### config.mk
export PLATFORM = sky130hd
export DESIGN_NAME = cpu_top
export DESIGN_NICKNAME = d
export VERILOG_FILES = /design/src/lc3b_types.sv /design/src/id_ex_if.sv /design/src/fetch.sv /design/src/regfile.sv /design/src/decode.sv /design/src/execute.sv /design/src/cpu_top.sv
export VERILOG_INCLUDE_DIRS = /design/src
export SDC_FILE = /design/constraint.sdc
export NUM_CORES = 2
export LEC_CHECK = 0
export BUFFER_PORTS_ARGS = -buffer_cell sky130_fd_sc_hd__buf_2
export CORE_ASPECT_RATIO = 1.25
export CORE_MARGIN = 5
export CORE_UTILIZATION = 37
export DETAILED_ROUTE_END_ITERATION = 10
export GPL_ROUTABILITY_DRIVEN = 0
export HOLD_SLACK_MARGIN = 0.08
export SLEW_MARGIN = 20
export SYNTH_ARGS = -nofsm -noshare
export SYNTH_HDL_FRONTEND = slang
export SYNTH_MEMORY_MAX_BITS = 65536
export SYNTH_SLANG_ARGS = --single-unit
### constraint.sdc
create_clock -name clk -period 8 [get_ports clk]
set_input_delay 1.6 -clock clk [delete_from_list [all_inputs] [get_ports clk]]
set_output_delay 1.6 -clock clk [all_outputs]
set_load 0.02 [all_outputs]
### src/lc3b_cfg.svh
`ifndef LC3B_CFG_SVH
`define LC3B_CFG_SVH

// Byte address of the first fetch.
`define PC_RESET 16'h0000

// Instruction memory size in 16-bit words.
`define IMEM_DEPTH 256

// Word address width of the instruction memory.
`define IMEM_AW 8

`endif

### src/lc3b_types.sv
package lc3b_types;

	typedef logic [15:0] lc3b_word;
	typedef logic [2:0] lc3b_reg;
	typedef logic [2:0] lc3b_nzp;

	typedef enum logic [3:0] {
		op_br   = 4'b0000,
		op_add  = 4'b0001,
		op_ldb  = 4'b0010,
		op_stb  = 4'b0011,
		op_jsr  = 4'b0100,
		op_and  = 4'b0101,
		op_ldr  = 4'b0110,
		op_str  = 4'b0111,
		op_rti  = 4'b1000,
		op_not  = 4'b1001,
		op_ldi  = 4'b1010,
		op_sti  = 4'b1011,
		op_jmp  = 4'b1100,
		op_shf  = 4'b1101,
		op_lea  = 4'b1110,
		op_trap = 4'b1111
	} lc3b_opcode;

	typedef enum logic [1:0] {
		alu_add,
		alu_and,
		alu_not,
		alu_pass
	} lc3b_aluop;

	// ########################################
	// Instruction word views

	typedef struct packed {
		lc3b_opcode opcode;
		lc3b_reg dr;
		lc3b_reg sr1;
		logic imm_flag;
		logic [1:0] zero;
		lc3b_reg sr2;
	} lc3b_reg_form;

	typedef struct packed {
		lc3b_opcode opcode;
		lc3b_reg dr;
		lc3b_reg sr1;
		logic imm_flag;
		logic [4:0] imm5;
	} lc3b_imm_form;

	typedef struct packed {
		lc3b_opcode opcode;
		lc3b_nzp nzp;
		logic [8:0] offset9;
	} lc3b_br_form;

	typedef union packed {
		lc3b_reg_form rform;
		lc3b_imm_form iform;
		lc3b_br_form br;
	} lc3b_instr;

	typedef struct packed {
		lc3b_aluop aluop;
		logic srcb_imm_sel;
		logic load_regfile;
		logic load_cc;
		logic is_branch;
	} lc3b_control;

endpackage

### src/id_ex_if.sv
interface id_ex_if
	import lc3b_types::*;
();

	logic valid;
	lc3b_word pc;	// Fetch address plus 2.
	lc3b_instr instr;
	lc3b_control ctrl;
	lc3b_word srca;
	lc3b_word srcb;

	modport producer (
		output valid,
		output pc,
		output instr,
		output ctrl,
		output srca,
		output srcb
	);

	modport consumer (
		input valid,
		input pc,
		input instr,
		input ctrl,
		input srca,
		input srcb
	);

endinterface

### src/fetch.sv
`include "lc3b_cfg.svh"

module fetch
	import lc3b_types::*;
(
	input logic clk,
	input logic reset,
	input logic run,
	input logic imem_we,
	input logic [`IMEM_AW-1:0] imem_addr,
	input lc3b_word imem_data,
	input logic redirect,
	input lc3b_word redirect_pc,
	output logic if_id_valid,
	output lc3b_word if_id_pc,
	output lc3b_instr if_id_instr
);

	lc3b_word pc;
	lc3b_word pc_next;
	lc3b_word fetch_word;
	lc3b_word imem [`IMEM_DEPTH];

	assign pc_next = pc + 16'd2;
	assign fetch_word = imem[pc[`IMEM_AW:1]];	// Byte PC to word index.

	// Load port for use while the pipeline is held.
	always_ff @(posedge clk) begin
		if (imem_we) begin
			imem[imem_addr] <= imem_data;
		end
	end

	// ########################################
	// PC and IF/ID valid

	always_ff @(posedge clk) begin
		if (reset) begin
			pc <= `PC_RESET;
			if_id_valid <= 1'b0;
		end else if (run) begin
			if (redirect) begin
				pc <= redirect_pc;
				if_id_valid <= 1'b0;	// Squash wrong-path fetch.
			end else begin
				pc <= pc_next;
				if_id_valid <= 1'b1;
			end
		end
	end

	// IF/ID payload.
	always_ff @(posedge clk) begin
		if (run && !redirect) begin
			if_id_pc <= pc_next;
			if_id_instr <= lc3b_instr'(fetch_word);
		end
	end

endmodule

### src/regfile.sv
module regfile
	import lc3b_types::*;
(
	input logic clk,
	input logic reset,
	input logic load,
	input lc3b_reg dest,
	input lc3b_word in,
	input lc3b_reg src_a,
	input lc3b_reg src_b,
	output lc3b_word reg_a,
	output lc3b_word reg_b
);

	lc3b_word data [8];

	always_ff @(posedge clk) begin
		if (reset) begin
			for (int i = 0; i < 8; i++) begin
				data[i] <= 16'h0000;
			end
		end else if (load) begin
			data[dest] <= in;
		end
	end

	// Write-first bypass.
	assign reg_a = (load && dest == src_a) ? in : data[src_a];
	assign reg_b = (load && dest == src_b) ? in : data[src_b];

endmodule

### src/decode.sv
module decode
	import lc3b_types::*;
(
	input logic clk,
	input logic reset,
	input logic run,
	input logic flush,
	input logic if_id_valid,
	input lc3b_word if_id_pc,
	input lc3b_instr if_id_instr,
	input logic wb_load,
	input lc3b_reg wb_dest,
	input lc3b_word wb_data,
	id_ex_if.producer id_ex
);

	lc3b_reg src_a;
	lc3b_reg src_b;
	lc3b_word reg_a;
	lc3b_word reg_b;
	lc3b_control ctrl;

	assign src_a = if_id_instr.rform.sr1;
	assign src_b = if_id_instr.rform.sr2;

	regfile rf (
		.clk,
		.reset,
		.load(wb_load),
		.dest(wb_dest),
		.in(wb_data),
		.src_a,
		.src_b,
		.reg_a,
		.reg_b
	);

	// ########################################
	// Control decode

	always_comb begin
		ctrl.aluop = alu_pass;
		ctrl.srcb_imm_sel = 1'b0;
		ctrl.load_regfile = 1'b0;
		ctrl.load_cc = 1'b0;
		ctrl.is_branch = 1'b0;

		case (if_id_instr.rform.opcode)
			op_add: begin
				ctrl.aluop = alu_add;
				ctrl.srcb_imm_sel = if_id_instr.iform.imm_flag;
				ctrl.load_regfile = 1'b1;
				ctrl.load_cc = 1'b1;
			end
			op_and: begin
				ctrl.aluop = alu_and;
				ctrl.srcb_imm_sel = if_id_instr.iform.imm_flag;
				ctrl.load_regfile = 1'b1;
				ctrl.load_cc = 1'b1;
			end
			op_not: begin
				ctrl.aluop = alu_not;
				ctrl.load_regfile = 1'b1;
				ctrl.load_cc = 1'b1;
			end
			op_br: begin
				ctrl.is_branch = 1'b1;
			end
			default: begin
				// Everything else retires as a no-op.
			end
		endcase
	end

	// ########################################
	// ID/EX stage register

	always_ff @(posedge clk) begin
		if (reset) begin
			id_ex.valid <= 1'b0;
		end else if (run) begin
			id_ex.valid <= if_id_valid & ~flush;	// Drop on taken branch.
		end
	end

	always_ff @(posedge clk) begin
		if (run) begin
			id_ex.pc <= if_id_pc;
			id_ex.instr <= if_id_instr;
			id_ex.ctrl <= ctrl;
			id_ex.srca <= reg_a;
			id_ex.srcb <= reg_b;
		end
	end

endmodule

### src/execute.sv
module execute
	import lc3b_types::*;
(
	input logic clk,
	input logic reset,
	id_ex_if.consumer id_ex,
	output logic wb_load,
	output lc3b_reg wb_dest,
	output lc3b_word wb_data,
	output logic redirect,
	output lc3b_word redirect_pc,
	output logic retire_valid,
	output lc3b_word retire_pc,
	output lc3b_instr retire_instr,
	output lc3b_nzp cc
);

	lc3b_word imm5_sext;
	lc3b_word opnd_b;
	lc3b_word alu_out;
	lc3b_word br_offset;
	lc3b_nzp alu_nzp;

	assign imm5_sext = {{11{id_ex.instr.iform.imm5[4]}}, id_ex.instr.iform.imm5};
	assign opnd_b = id_ex.ctrl.srcb_imm_sel ? imm5_sext : id_ex.srcb;

	// ########################################
	// ALU and condition codes

	always_comb begin
		case (id_ex.ctrl.aluop)
			alu_add: alu_out = id_ex.srca + opnd_b;
			alu_and: alu_out = id_ex.srca & opnd_b;
			alu_not: alu_out = ~id_ex.srca;
			alu_pass: alu_out = opnd_b;
		endcase
	end

	always_comb begin
		if (alu_out[15]) begin
			alu_nzp = 3'b100;
		end else if (alu_out == 16'h0000) begin
			alu_nzp = 3'b010;
		end else begin
			alu_nzp = 3'b001;
		end
	end

	always_ff @(posedge clk) begin
		if (reset) begin
			cc <= 3'b010;	// Z after reset.
		end else if (id_ex.valid && id_ex.ctrl.load_cc) begin
			cc <= alu_nzp;
		end
	end

	assign wb_load = id_ex.valid & id_ex.ctrl.load_regfile;
	assign wb_dest = id_ex.instr.rform.dr;
	assign wb_data = alu_out;

	// ########################################
	// Branch resolution

	assign br_offset = {{6{id_ex.instr.br.offset9[8]}}, id_ex.instr.br.offset9, 1'b0};
	assign redirect = id_ex.valid & id_ex.ctrl.is_branch & (|(id_ex.instr.br.nzp & cc));
	assign redirect_pc = id_ex.pc + br_offset;	// PC is already plus 2.

	assign retire_valid = id_ex.valid;
	assign retire_pc = id_ex.pc - 16'd2;
	assign retire_instr = id_ex.instr;

endmodule

### src/cpu_top.sv
`include "lc3b_cfg.svh"

module cpu_top
	import lc3b_types::*;
(
	input logic clk,
	input logic reset,
	input logic run,
	input logic imem_we,
	input logic [`IMEM_AW-1:0] imem_addr,
	input lc3b_word imem_data,
	output logic retire_valid,
	output lc3b_word retire_pc,
	output lc3b_instr retire_instr,
	output logic wb_load,
	output lc3b_reg wb_dest,
	output lc3b_word wb_data,
	output lc3b_nzp cc
);

	logic if_id_valid;
	lc3b_word if_id_pc;
	lc3b_instr if_id_instr;
	logic redirect;
	lc3b_word redirect_pc;

	id_ex_if id_ex ();

	fetch fetch0 (
		.clk,
		.reset,
		.run,
		.imem_we,
		.imem_addr,
		.imem_data,
		.redirect,
		.redirect_pc,
		.if_id_valid,
		.if_id_pc,
		.if_id_instr
	);

	decode decode0 (
		.clk,
		.reset,
		.run,
		.flush(redirect),	// Taken branch squashes IF/ID.
		.if_id_valid,
		.if_id_pc,
		.if_id_instr,
		.wb_load,
		.wb_dest,
		.wb_data,
		.id_ex(id_ex.producer)
	);

	execute execute0 (
		.clk,
		.reset,
		.id_ex(id_ex.consumer),
		.wb_load,
		.wb_dest,
		.wb_data,
		.redirect,
		.redirect_pc,
		.retire_valid,
		.retire_pc,
		.retire_instr,
		.cc
	);

endmodule

**Word-level counts from Yosys, hierarchy flattened**

Memories as Yosys holds them, arrays and structs flattened. A register that Yosys moved wholly into a read port is not among the register bits.
Cells that the tools add are included.

- Memories: 2
- Memory bits (writable): 4224
- Register bits after elaboration: 107
- Output and inout bits: 56
- Logic and storage cells: 69
- Bits of input ports: 28

Memory list:

| memory | depth | bits a word | read ports | clocked after Yosys merged registers in | write ports | RTL line | source |
|---|---|---|---|---|---|---|---|
| fetch0.imem | 256 | 16 | 1 | 1 | 1 | fetch.sv:22 | `` lc3b_word imem [`IMEM_DEPTH]; `` |
| decode0.rf.data | 8 | 16 | 2 | 0 | 8 | regfile.sv:15 | `lc3b_word data [8];` |

- Equality and inequality tests: 8
- $add $sub $neg: 4
- Mux-type cells: 21
- Reductions and logical operators: 12
- Bitwise logic cells: 8

Operators with widths:

| cell | number |
|---|---|
| 16-bit 2-to-1 mux | 5 |
| 16-bit one-hot mux with 4 select lines | 1 |
| 16-bit adder | 2 |
| 16-bit by 2-bit adder with 16-bit output, second input constant | 1 |
| 16-bit AND | 1 |
| 16-bit logical NOT | 1 |
| 16-bit NOT | 1 |
| 16-bit OR reduction | 1 |
| 16-bit by 2-bit subtractor with 16-bit output, second input constant | 1 |
| 1-bit 2-to-1 mux | 10 |
| 3-bit equality test | 2 |
| 3-bit 2-to-1 mux | 2 |
| 2-bit one-hot mux with 3 select lines | 1 |
| 3-bit OR reduction | 2 |
| 1-bit AND | 4 |
| 2-bit equality test, second input constant | 2 |
| 4-bit by 1-bit equality test with 1-bit output, second input constant | 1 |
| 4-bit by 3-bit equality test with 1-bit output, second input constant | 1 |
| 4-bit equality test, second input constant | 1 |
| 1-bit logical AND | 4 |
| 4-bit logical NOT | 1 |
| 2-bit 2-to-1 mux | 2 |
| 3-bit AND | 1 |
| 2-bit by 1-bit equality test with 1-bit output, second input constant | 1 |
| other kinds (4) | 4 |

**Depth between registers and ports, before layout**

- Depth after elaboration: 6
- Mapped depth: 14
- Mapped depth without buffers: 13

**Modules after synthesis**

A second synthesis with hierarchy kept.

- Cells, all modules: 8266
- Area, all modules: 172040.0 um^2

By module, submodules not included:

| module | cells each | times used | sequential area each (um^2) | area each (um^2) |
|---|---|---|---|---|
| fetch | 7383 | 1 | 124299.2 | 159792.0 |
| regfile | 445 | 1 | 3843.7 | 7453.4 |
| execute | 357 | 1 | 60.1 | 2633.8 |
| decode | 81 | 1 | 2092.0 | 2160.8 |

**Worst setup path before layout**

Ideal clock, no wire load.

- Path kind: reg2out
- From: register, netlist name decode0.id_ex.ctrl[3]
- To: output port wb_data[11]
- Data required time: 6400 ps
- Arrival time: 3315 ps
- Cell stages (with the launch flop): 14
- Buffers on the path: 3
- Slack: 3085 ps
- Path through: edfxtp_1 -> clkbuf_1 -> nand2_1 -> clkbuf_1 -> o21ai_0 -> ha_1 -> a2111oi_0 -> o21ai_0 -> a31o_2 -> a21oi_1 -> mux2_2 -> or2_2 -> clkbuf_1 -> inv_1

- Cells in the longest elaborated chain, start to end: 3
- Elaborated cells between the ends (all ways): 4
- Classes of those cells: add/sub: 1; mux: 2; bitwise: 1

Ends and longest elaborated chain:

| item | RTL line | source |
|---|---|---|
| 16-bit 2-to-1 mux (*) | execute.sv:25 | `assign opnd_b = id_ex.ctrl.srcb_imm_sel ? imm5_sext : id_ex.srcb;` |
| 16-bit adder or 16-bit AND (tied branches) | execute.sv:32, execute.sv:33 |  |
| 16-bit one-hot mux with 4 select lines (*) | execute.sv:31 | `case (id_ex.ctrl.aluop)` |
| to (decl) | cpu_top.sv:17 | `output lc3b_word wb_data,` |

Every way passes the cells marked *; elsewhere a longest branch is shown, timed or not.

**Final worst setup path**

- From: register, netlist name decode0.id_ex.ctrl[3]
- To: output port wb_data[15]

- Cells in the longest elaborated chain, start to end: 3
- Elaborated cells between the ends (all ways): 4
- Classes of those cells: add/sub: 1; mux: 2; bitwise: 1

Ends and longest elaborated chain:

| item | RTL line |
|---|---|
| 16-bit 2-to-1 mux (*) | execute.sv:25 |
| 16-bit adder or 16-bit AND (tied branches) | execute.sv:32, execute.sv:33 |
| 16-bit one-hot mux with 4 select lines (*) | execute.sv:31 |

Marked as above.

==> impl_results.md <==
- Outcome: complete, no violations
- Die W: between 600 and 700 um
- Count of cell types in the netlist: 65
- Global-route usage over all layers: 18.1%
- Clk_lat worst skew: 1.00 ns
- Peak VDD IR: 0.211 mV
- Vias in the first global route: roughly 83000
- Die ar.: 473000 um2
- Reg2reg setup slack: 3.10 ns
- HPWL Detailed: 253 mm
- H-tree Lvls: 5
- FF-to-FF End: execute0.cc[0]$_SDFFE_PP0P_
- Critical path required time: 6.40 ns
- PortBufs: 83
- Die Y-Extent: 768 um
- CTS Buffer Depth: 4
- Sequential cell area fraction in the yosys report: about three quarters
- EDFF count, synth: 4325
- Final WL: roughly 440 mm
- Vias: 80169
- Fraction of registers with async set/reset: 0%
- Initial drt markers: 9133
- # hold bufs at CTS: 0
- Final setup fails: 0
- Final Hold Viols: 0
- Setup CP Type: register to output pin
- Crit start category: register
- Final setup skew: just over 0.05 ns
- CTS Root Cell: clkbuf_16
- DR WL/cell: slightly above 30 um
- Rel. slew slack: 7.43%
- Area delta synth->final: 13.5%
- Commonest non-fill, non-tap cell in the layout: edfxtp_1
- Cell count after synthesis: 7462
- Share of layout cells above drive strength 1: 30.0%
- MaxCap Viol Count: 0
- Main synth FF type: edfxtp_1
- Io pins: 84
- Slew Limit Fails: 0
- Grt ovf: 0
- Power consumption: 47800 uW
- DRT antenna net count: 0
- Worst Path Arrival: 5.46 ns
- Static Leak: 0.0593 uW
- Final critical-path share of the clock period: 88.3%
- Fillers: 38775
- Yosys reg bits: roughly 4300
- Avg Inst Size Synth: 22.8 um2
- Syn Nets: approximately 7500
- Cell Area, Synth: approximately 170000 um2
- TritonCTS Buffers: 412
- Critical-path maximum fanout: 18
- Core Rows: 278
- Initial antenna violation count: 31
- First-pass GRT wire length: roughly 620 mm
- Hold_sp: fetch0.if_id_pc[3]$_DFFE_PP_
- Nets: 7917
- Syn. warnings: 0
- Most frequent cells in the layout: 4325 x edfxtp_1, 1348 x mux4_2, 414 x clkbuf_16
- RR Startpoint: decode0.id_ex.ctrl[3]$_SDFFCE_PN0P_
- Number of remaining DRC errors: 0
- Fin crit period: slightly above 7 ns
- Core area: about 460000 um2
- Worst hold stages: 0
- Drt first pass iters: 6
- Critical path endpoint category: output pin
- Clock Sinks: between 4000 and 5000
- Worst R2R Path Depth: 12
- Pin count of the biggest net entering global routing: between 150 and 200
- Clock transition at path regs: ~0.060 ns
- DR vias/cell: 5.63
- Initial cell density of the core: 37.1%
- Hold EP: decode0.id_ex.pc[3]$_DFFE_PP_
- Fmax: 142 MHz
- Worst Max-Slew Pin Slew: 1.39 ns
- RSZ-0062 raised after global routing: no
- CTS tree: built
- Pwr/cell area: 248 nW/um2
- Setup TNS: 0 ns
- Min-delay worst type: register to register
-- synthesized netlist by cell type (3+ instances only) --
| cell | count | share of area (%) |
|---|---|---|
| o221ai_1 | 20 | 0.10 |
| clkbuf_1 | 257 | 0.57 |
| inv_1 | 46 | 0.10 |
| nor2b_1 | 53 | 0.20 |
| a32oi_1 | 3 | 0.015 |
| o31ai_1 | 5 | 0.022 |
| a21o_1 | 13 | 0.057 |
| nor4_1 | 8 | 0.029 |
| a31oi_1 | 9 | 0.033 |
| buf_2 | 119 | 0.35 |
| nor2_1 | 451 | 1.0 |
| o21ai_0 | 66 | 0.19 |
| a211oi_1 | 41 | 0.18 |
| dfxtp_1 | 21 | 0.25 |
| mux2_2 | 5 | 0.033 |
| buf_4 | 19 | 0.084 |
| mux4_2 | 1348 | 18 |
| ha_1 | 32 | 0.24 |
| a22oi_1 | 6 | 0.026 |
| buf_1 | 39 | 0.086 |
| nand3_1 | 54 | 0.16 |
| or2_2 | 10 | 0.037 |
| o21a_1 | 4 | 0.018 |
| mux2i_1 | 83 | 0.49 |
| nand4_1 | 14 | 0.052 |
| clkinv_1 | 4 | 0.0088 |
| a41oi_1 | 3 | 0.015 |
| xnor2_1 | 24 | 0.12 |
| buf_6 | 7 | 0.046 |
| o311a_1 | 8 | 0.047 |
| a221o_1 | 8 | 0.047 |
| nand2b_1 | 11 | 0.040 |
| a221oi_1 | 10 | 0.052 |
| and3_1 | 14 | 0.052 |
| edfxtp_1 | 4325 | 76 |
| o211ai_1 | 6 | 0.026 |
| or3_1 | 4 | 0.015 |
| nor3_1 | 14 | 0.041 |
| a21oi_1 | 79 | 0.23 |
| and2_1 | 10 | 0.037 |
| nand2_1 | 135 | 0.30 |
| o22ai_1 | 15 | 0.055 |
| xor2_1 | 24 | 0.12 |
| a2111oi_0 | 5 | 0.026 |
-- registers in the layout, summed over array words and instances, names as in the netlist --
name	cells
decode0.id_ex.srca	16
fetch0.if_id_pc	16
decode0.id_ex.valid	1
execute0.cc	3
fetch0.if_id_valid	1
decode0.id_ex.pc	16
fetch0.imem	4096
decode0.id_ex.srcb	16
fetch0.pc	16
fetch0.if_id_instr	16
decode0.rf.data	128
decode0.id_ex.instr	16
decode0.id_ex.ctrl	5
-- repair_timing --
| action | 4_1_cts | 5_1_grt |
|---|---|---|
| setup endpoints to repair | 0 | 1 |
| resized for setup | 0 | 1 |
| buffers inserted | 0 | 0 |
-- critical path, stage by stage (launching register included) --
cell and delay (ns):
edfxtp_1 0.82, nand2_1 0.43, o21a_1 0.23, inv_1 0.07, ha_1 0.29, a2111oi_0 0.50
o21ai_0 0.36, a31o_2 0.35, a2111oi_0 0.41, o21ai_0 0.19, a21oi_2 0.50, inv_1 0.13
buf_2 0.19
-- cell families (layout without fill, tap and decap cells) --
kind of cell | after synthesis | after routing | share of synthesized area, %
AOI/OAI and AO/OA | 319 | 319 | 1.25
xor gates and xnor gates | 48 | 48 | 0.247
adders and majority gates | 34 | 34 | 0.259
buffers and inverters | 492 | 1234 | 1.25
DFF | 4346 | 4346 | 76.6
muxes | 1436 | 1436 | 18.4
other | 0 | 10 | 0
and+or+nand+nor | 787 | 787 | 2.00
-- power by group --
group / switching [uW] / total, uW / internal (uW)
combinational: 1870 / 3160 / 1300
clock: 8550 / 19400 / 10800
sequential: 91.4 / 25300 / 25200
total: 10500 / 47800 / 37300
-- worst max path at each step --
| stage | from | to | slack [ns] | cells after the start |
|---|---|---|---|---|
| final | decode0.id_ex.ctrl[3]$_SDFFCE_PN0P_ | wb_data[15] | 0.94 | 12 |
| after global routing | decode0.id_ex.ctrl[3]$_SDFFCE_PN0P_ | wb_data[15] | 0.29 | 12 |
| after CTS | decode0.id_ex.ctrl[3]$_SDFFCE_PN0P_ | wb_data[15] | 0.61 | 12 |
| after detailed placement | decode0.id_ex.ctrl[3]$_SDFFCE_PN0P_ | wb_data[15] | 1.75 | 12 |
| after global placement | decode0.id_ex.ctrl[3]$_SDFFCE_PN0P_ | wb_data[15] | 1.67 | 12 |
| after floorplan | decode0.id_ex.ctrl[3]$_SDFFCE_PN0P_ | wb_data[11] | 3.08 | 13 |
-- per-stage QoR --
step	hold WS, ns	setup WS, ns	instance area [um2]	utilization (%)	std cells
3_5_place_dp	0.405	1.75	180000	39.2	13460
4_1_cts	0.415	0.609	193000	42.1	14223
2_1_floorplan	0.400	3.08	170000	-	7462
5_1_grt	0.423	0.292	193000	42.1	14227
6_report	0.415	0.937	193000	42.1	14234
3_3_place_gp	0.404	1.67	179000	39.2	13459
-- routing by layer --
layer	track usage [%]	vias up	part of all wire [%]
li1	-	32485	-
met1	23.7	43797	38
met2	31.2	3233	51
met3	2.85	636	7.0
met4	5.54	18	3.4
met5	0	-	0.029
-- cell type report --
type	count	area (um2)	area share (%)
inverters	51	208	0.108
diodes	10	25.0	0.0130
clock buffers	502	10700	5.55
well taps	6020	7530	3.90
repair buffers	420	3580	1.85
multi-input cells	2624	38000	19.7
flip-flops and latches	4346	130000	67.5
clock inverters	261	2600	1.35
Note: power is estimated with default switching activity, not from simulation.
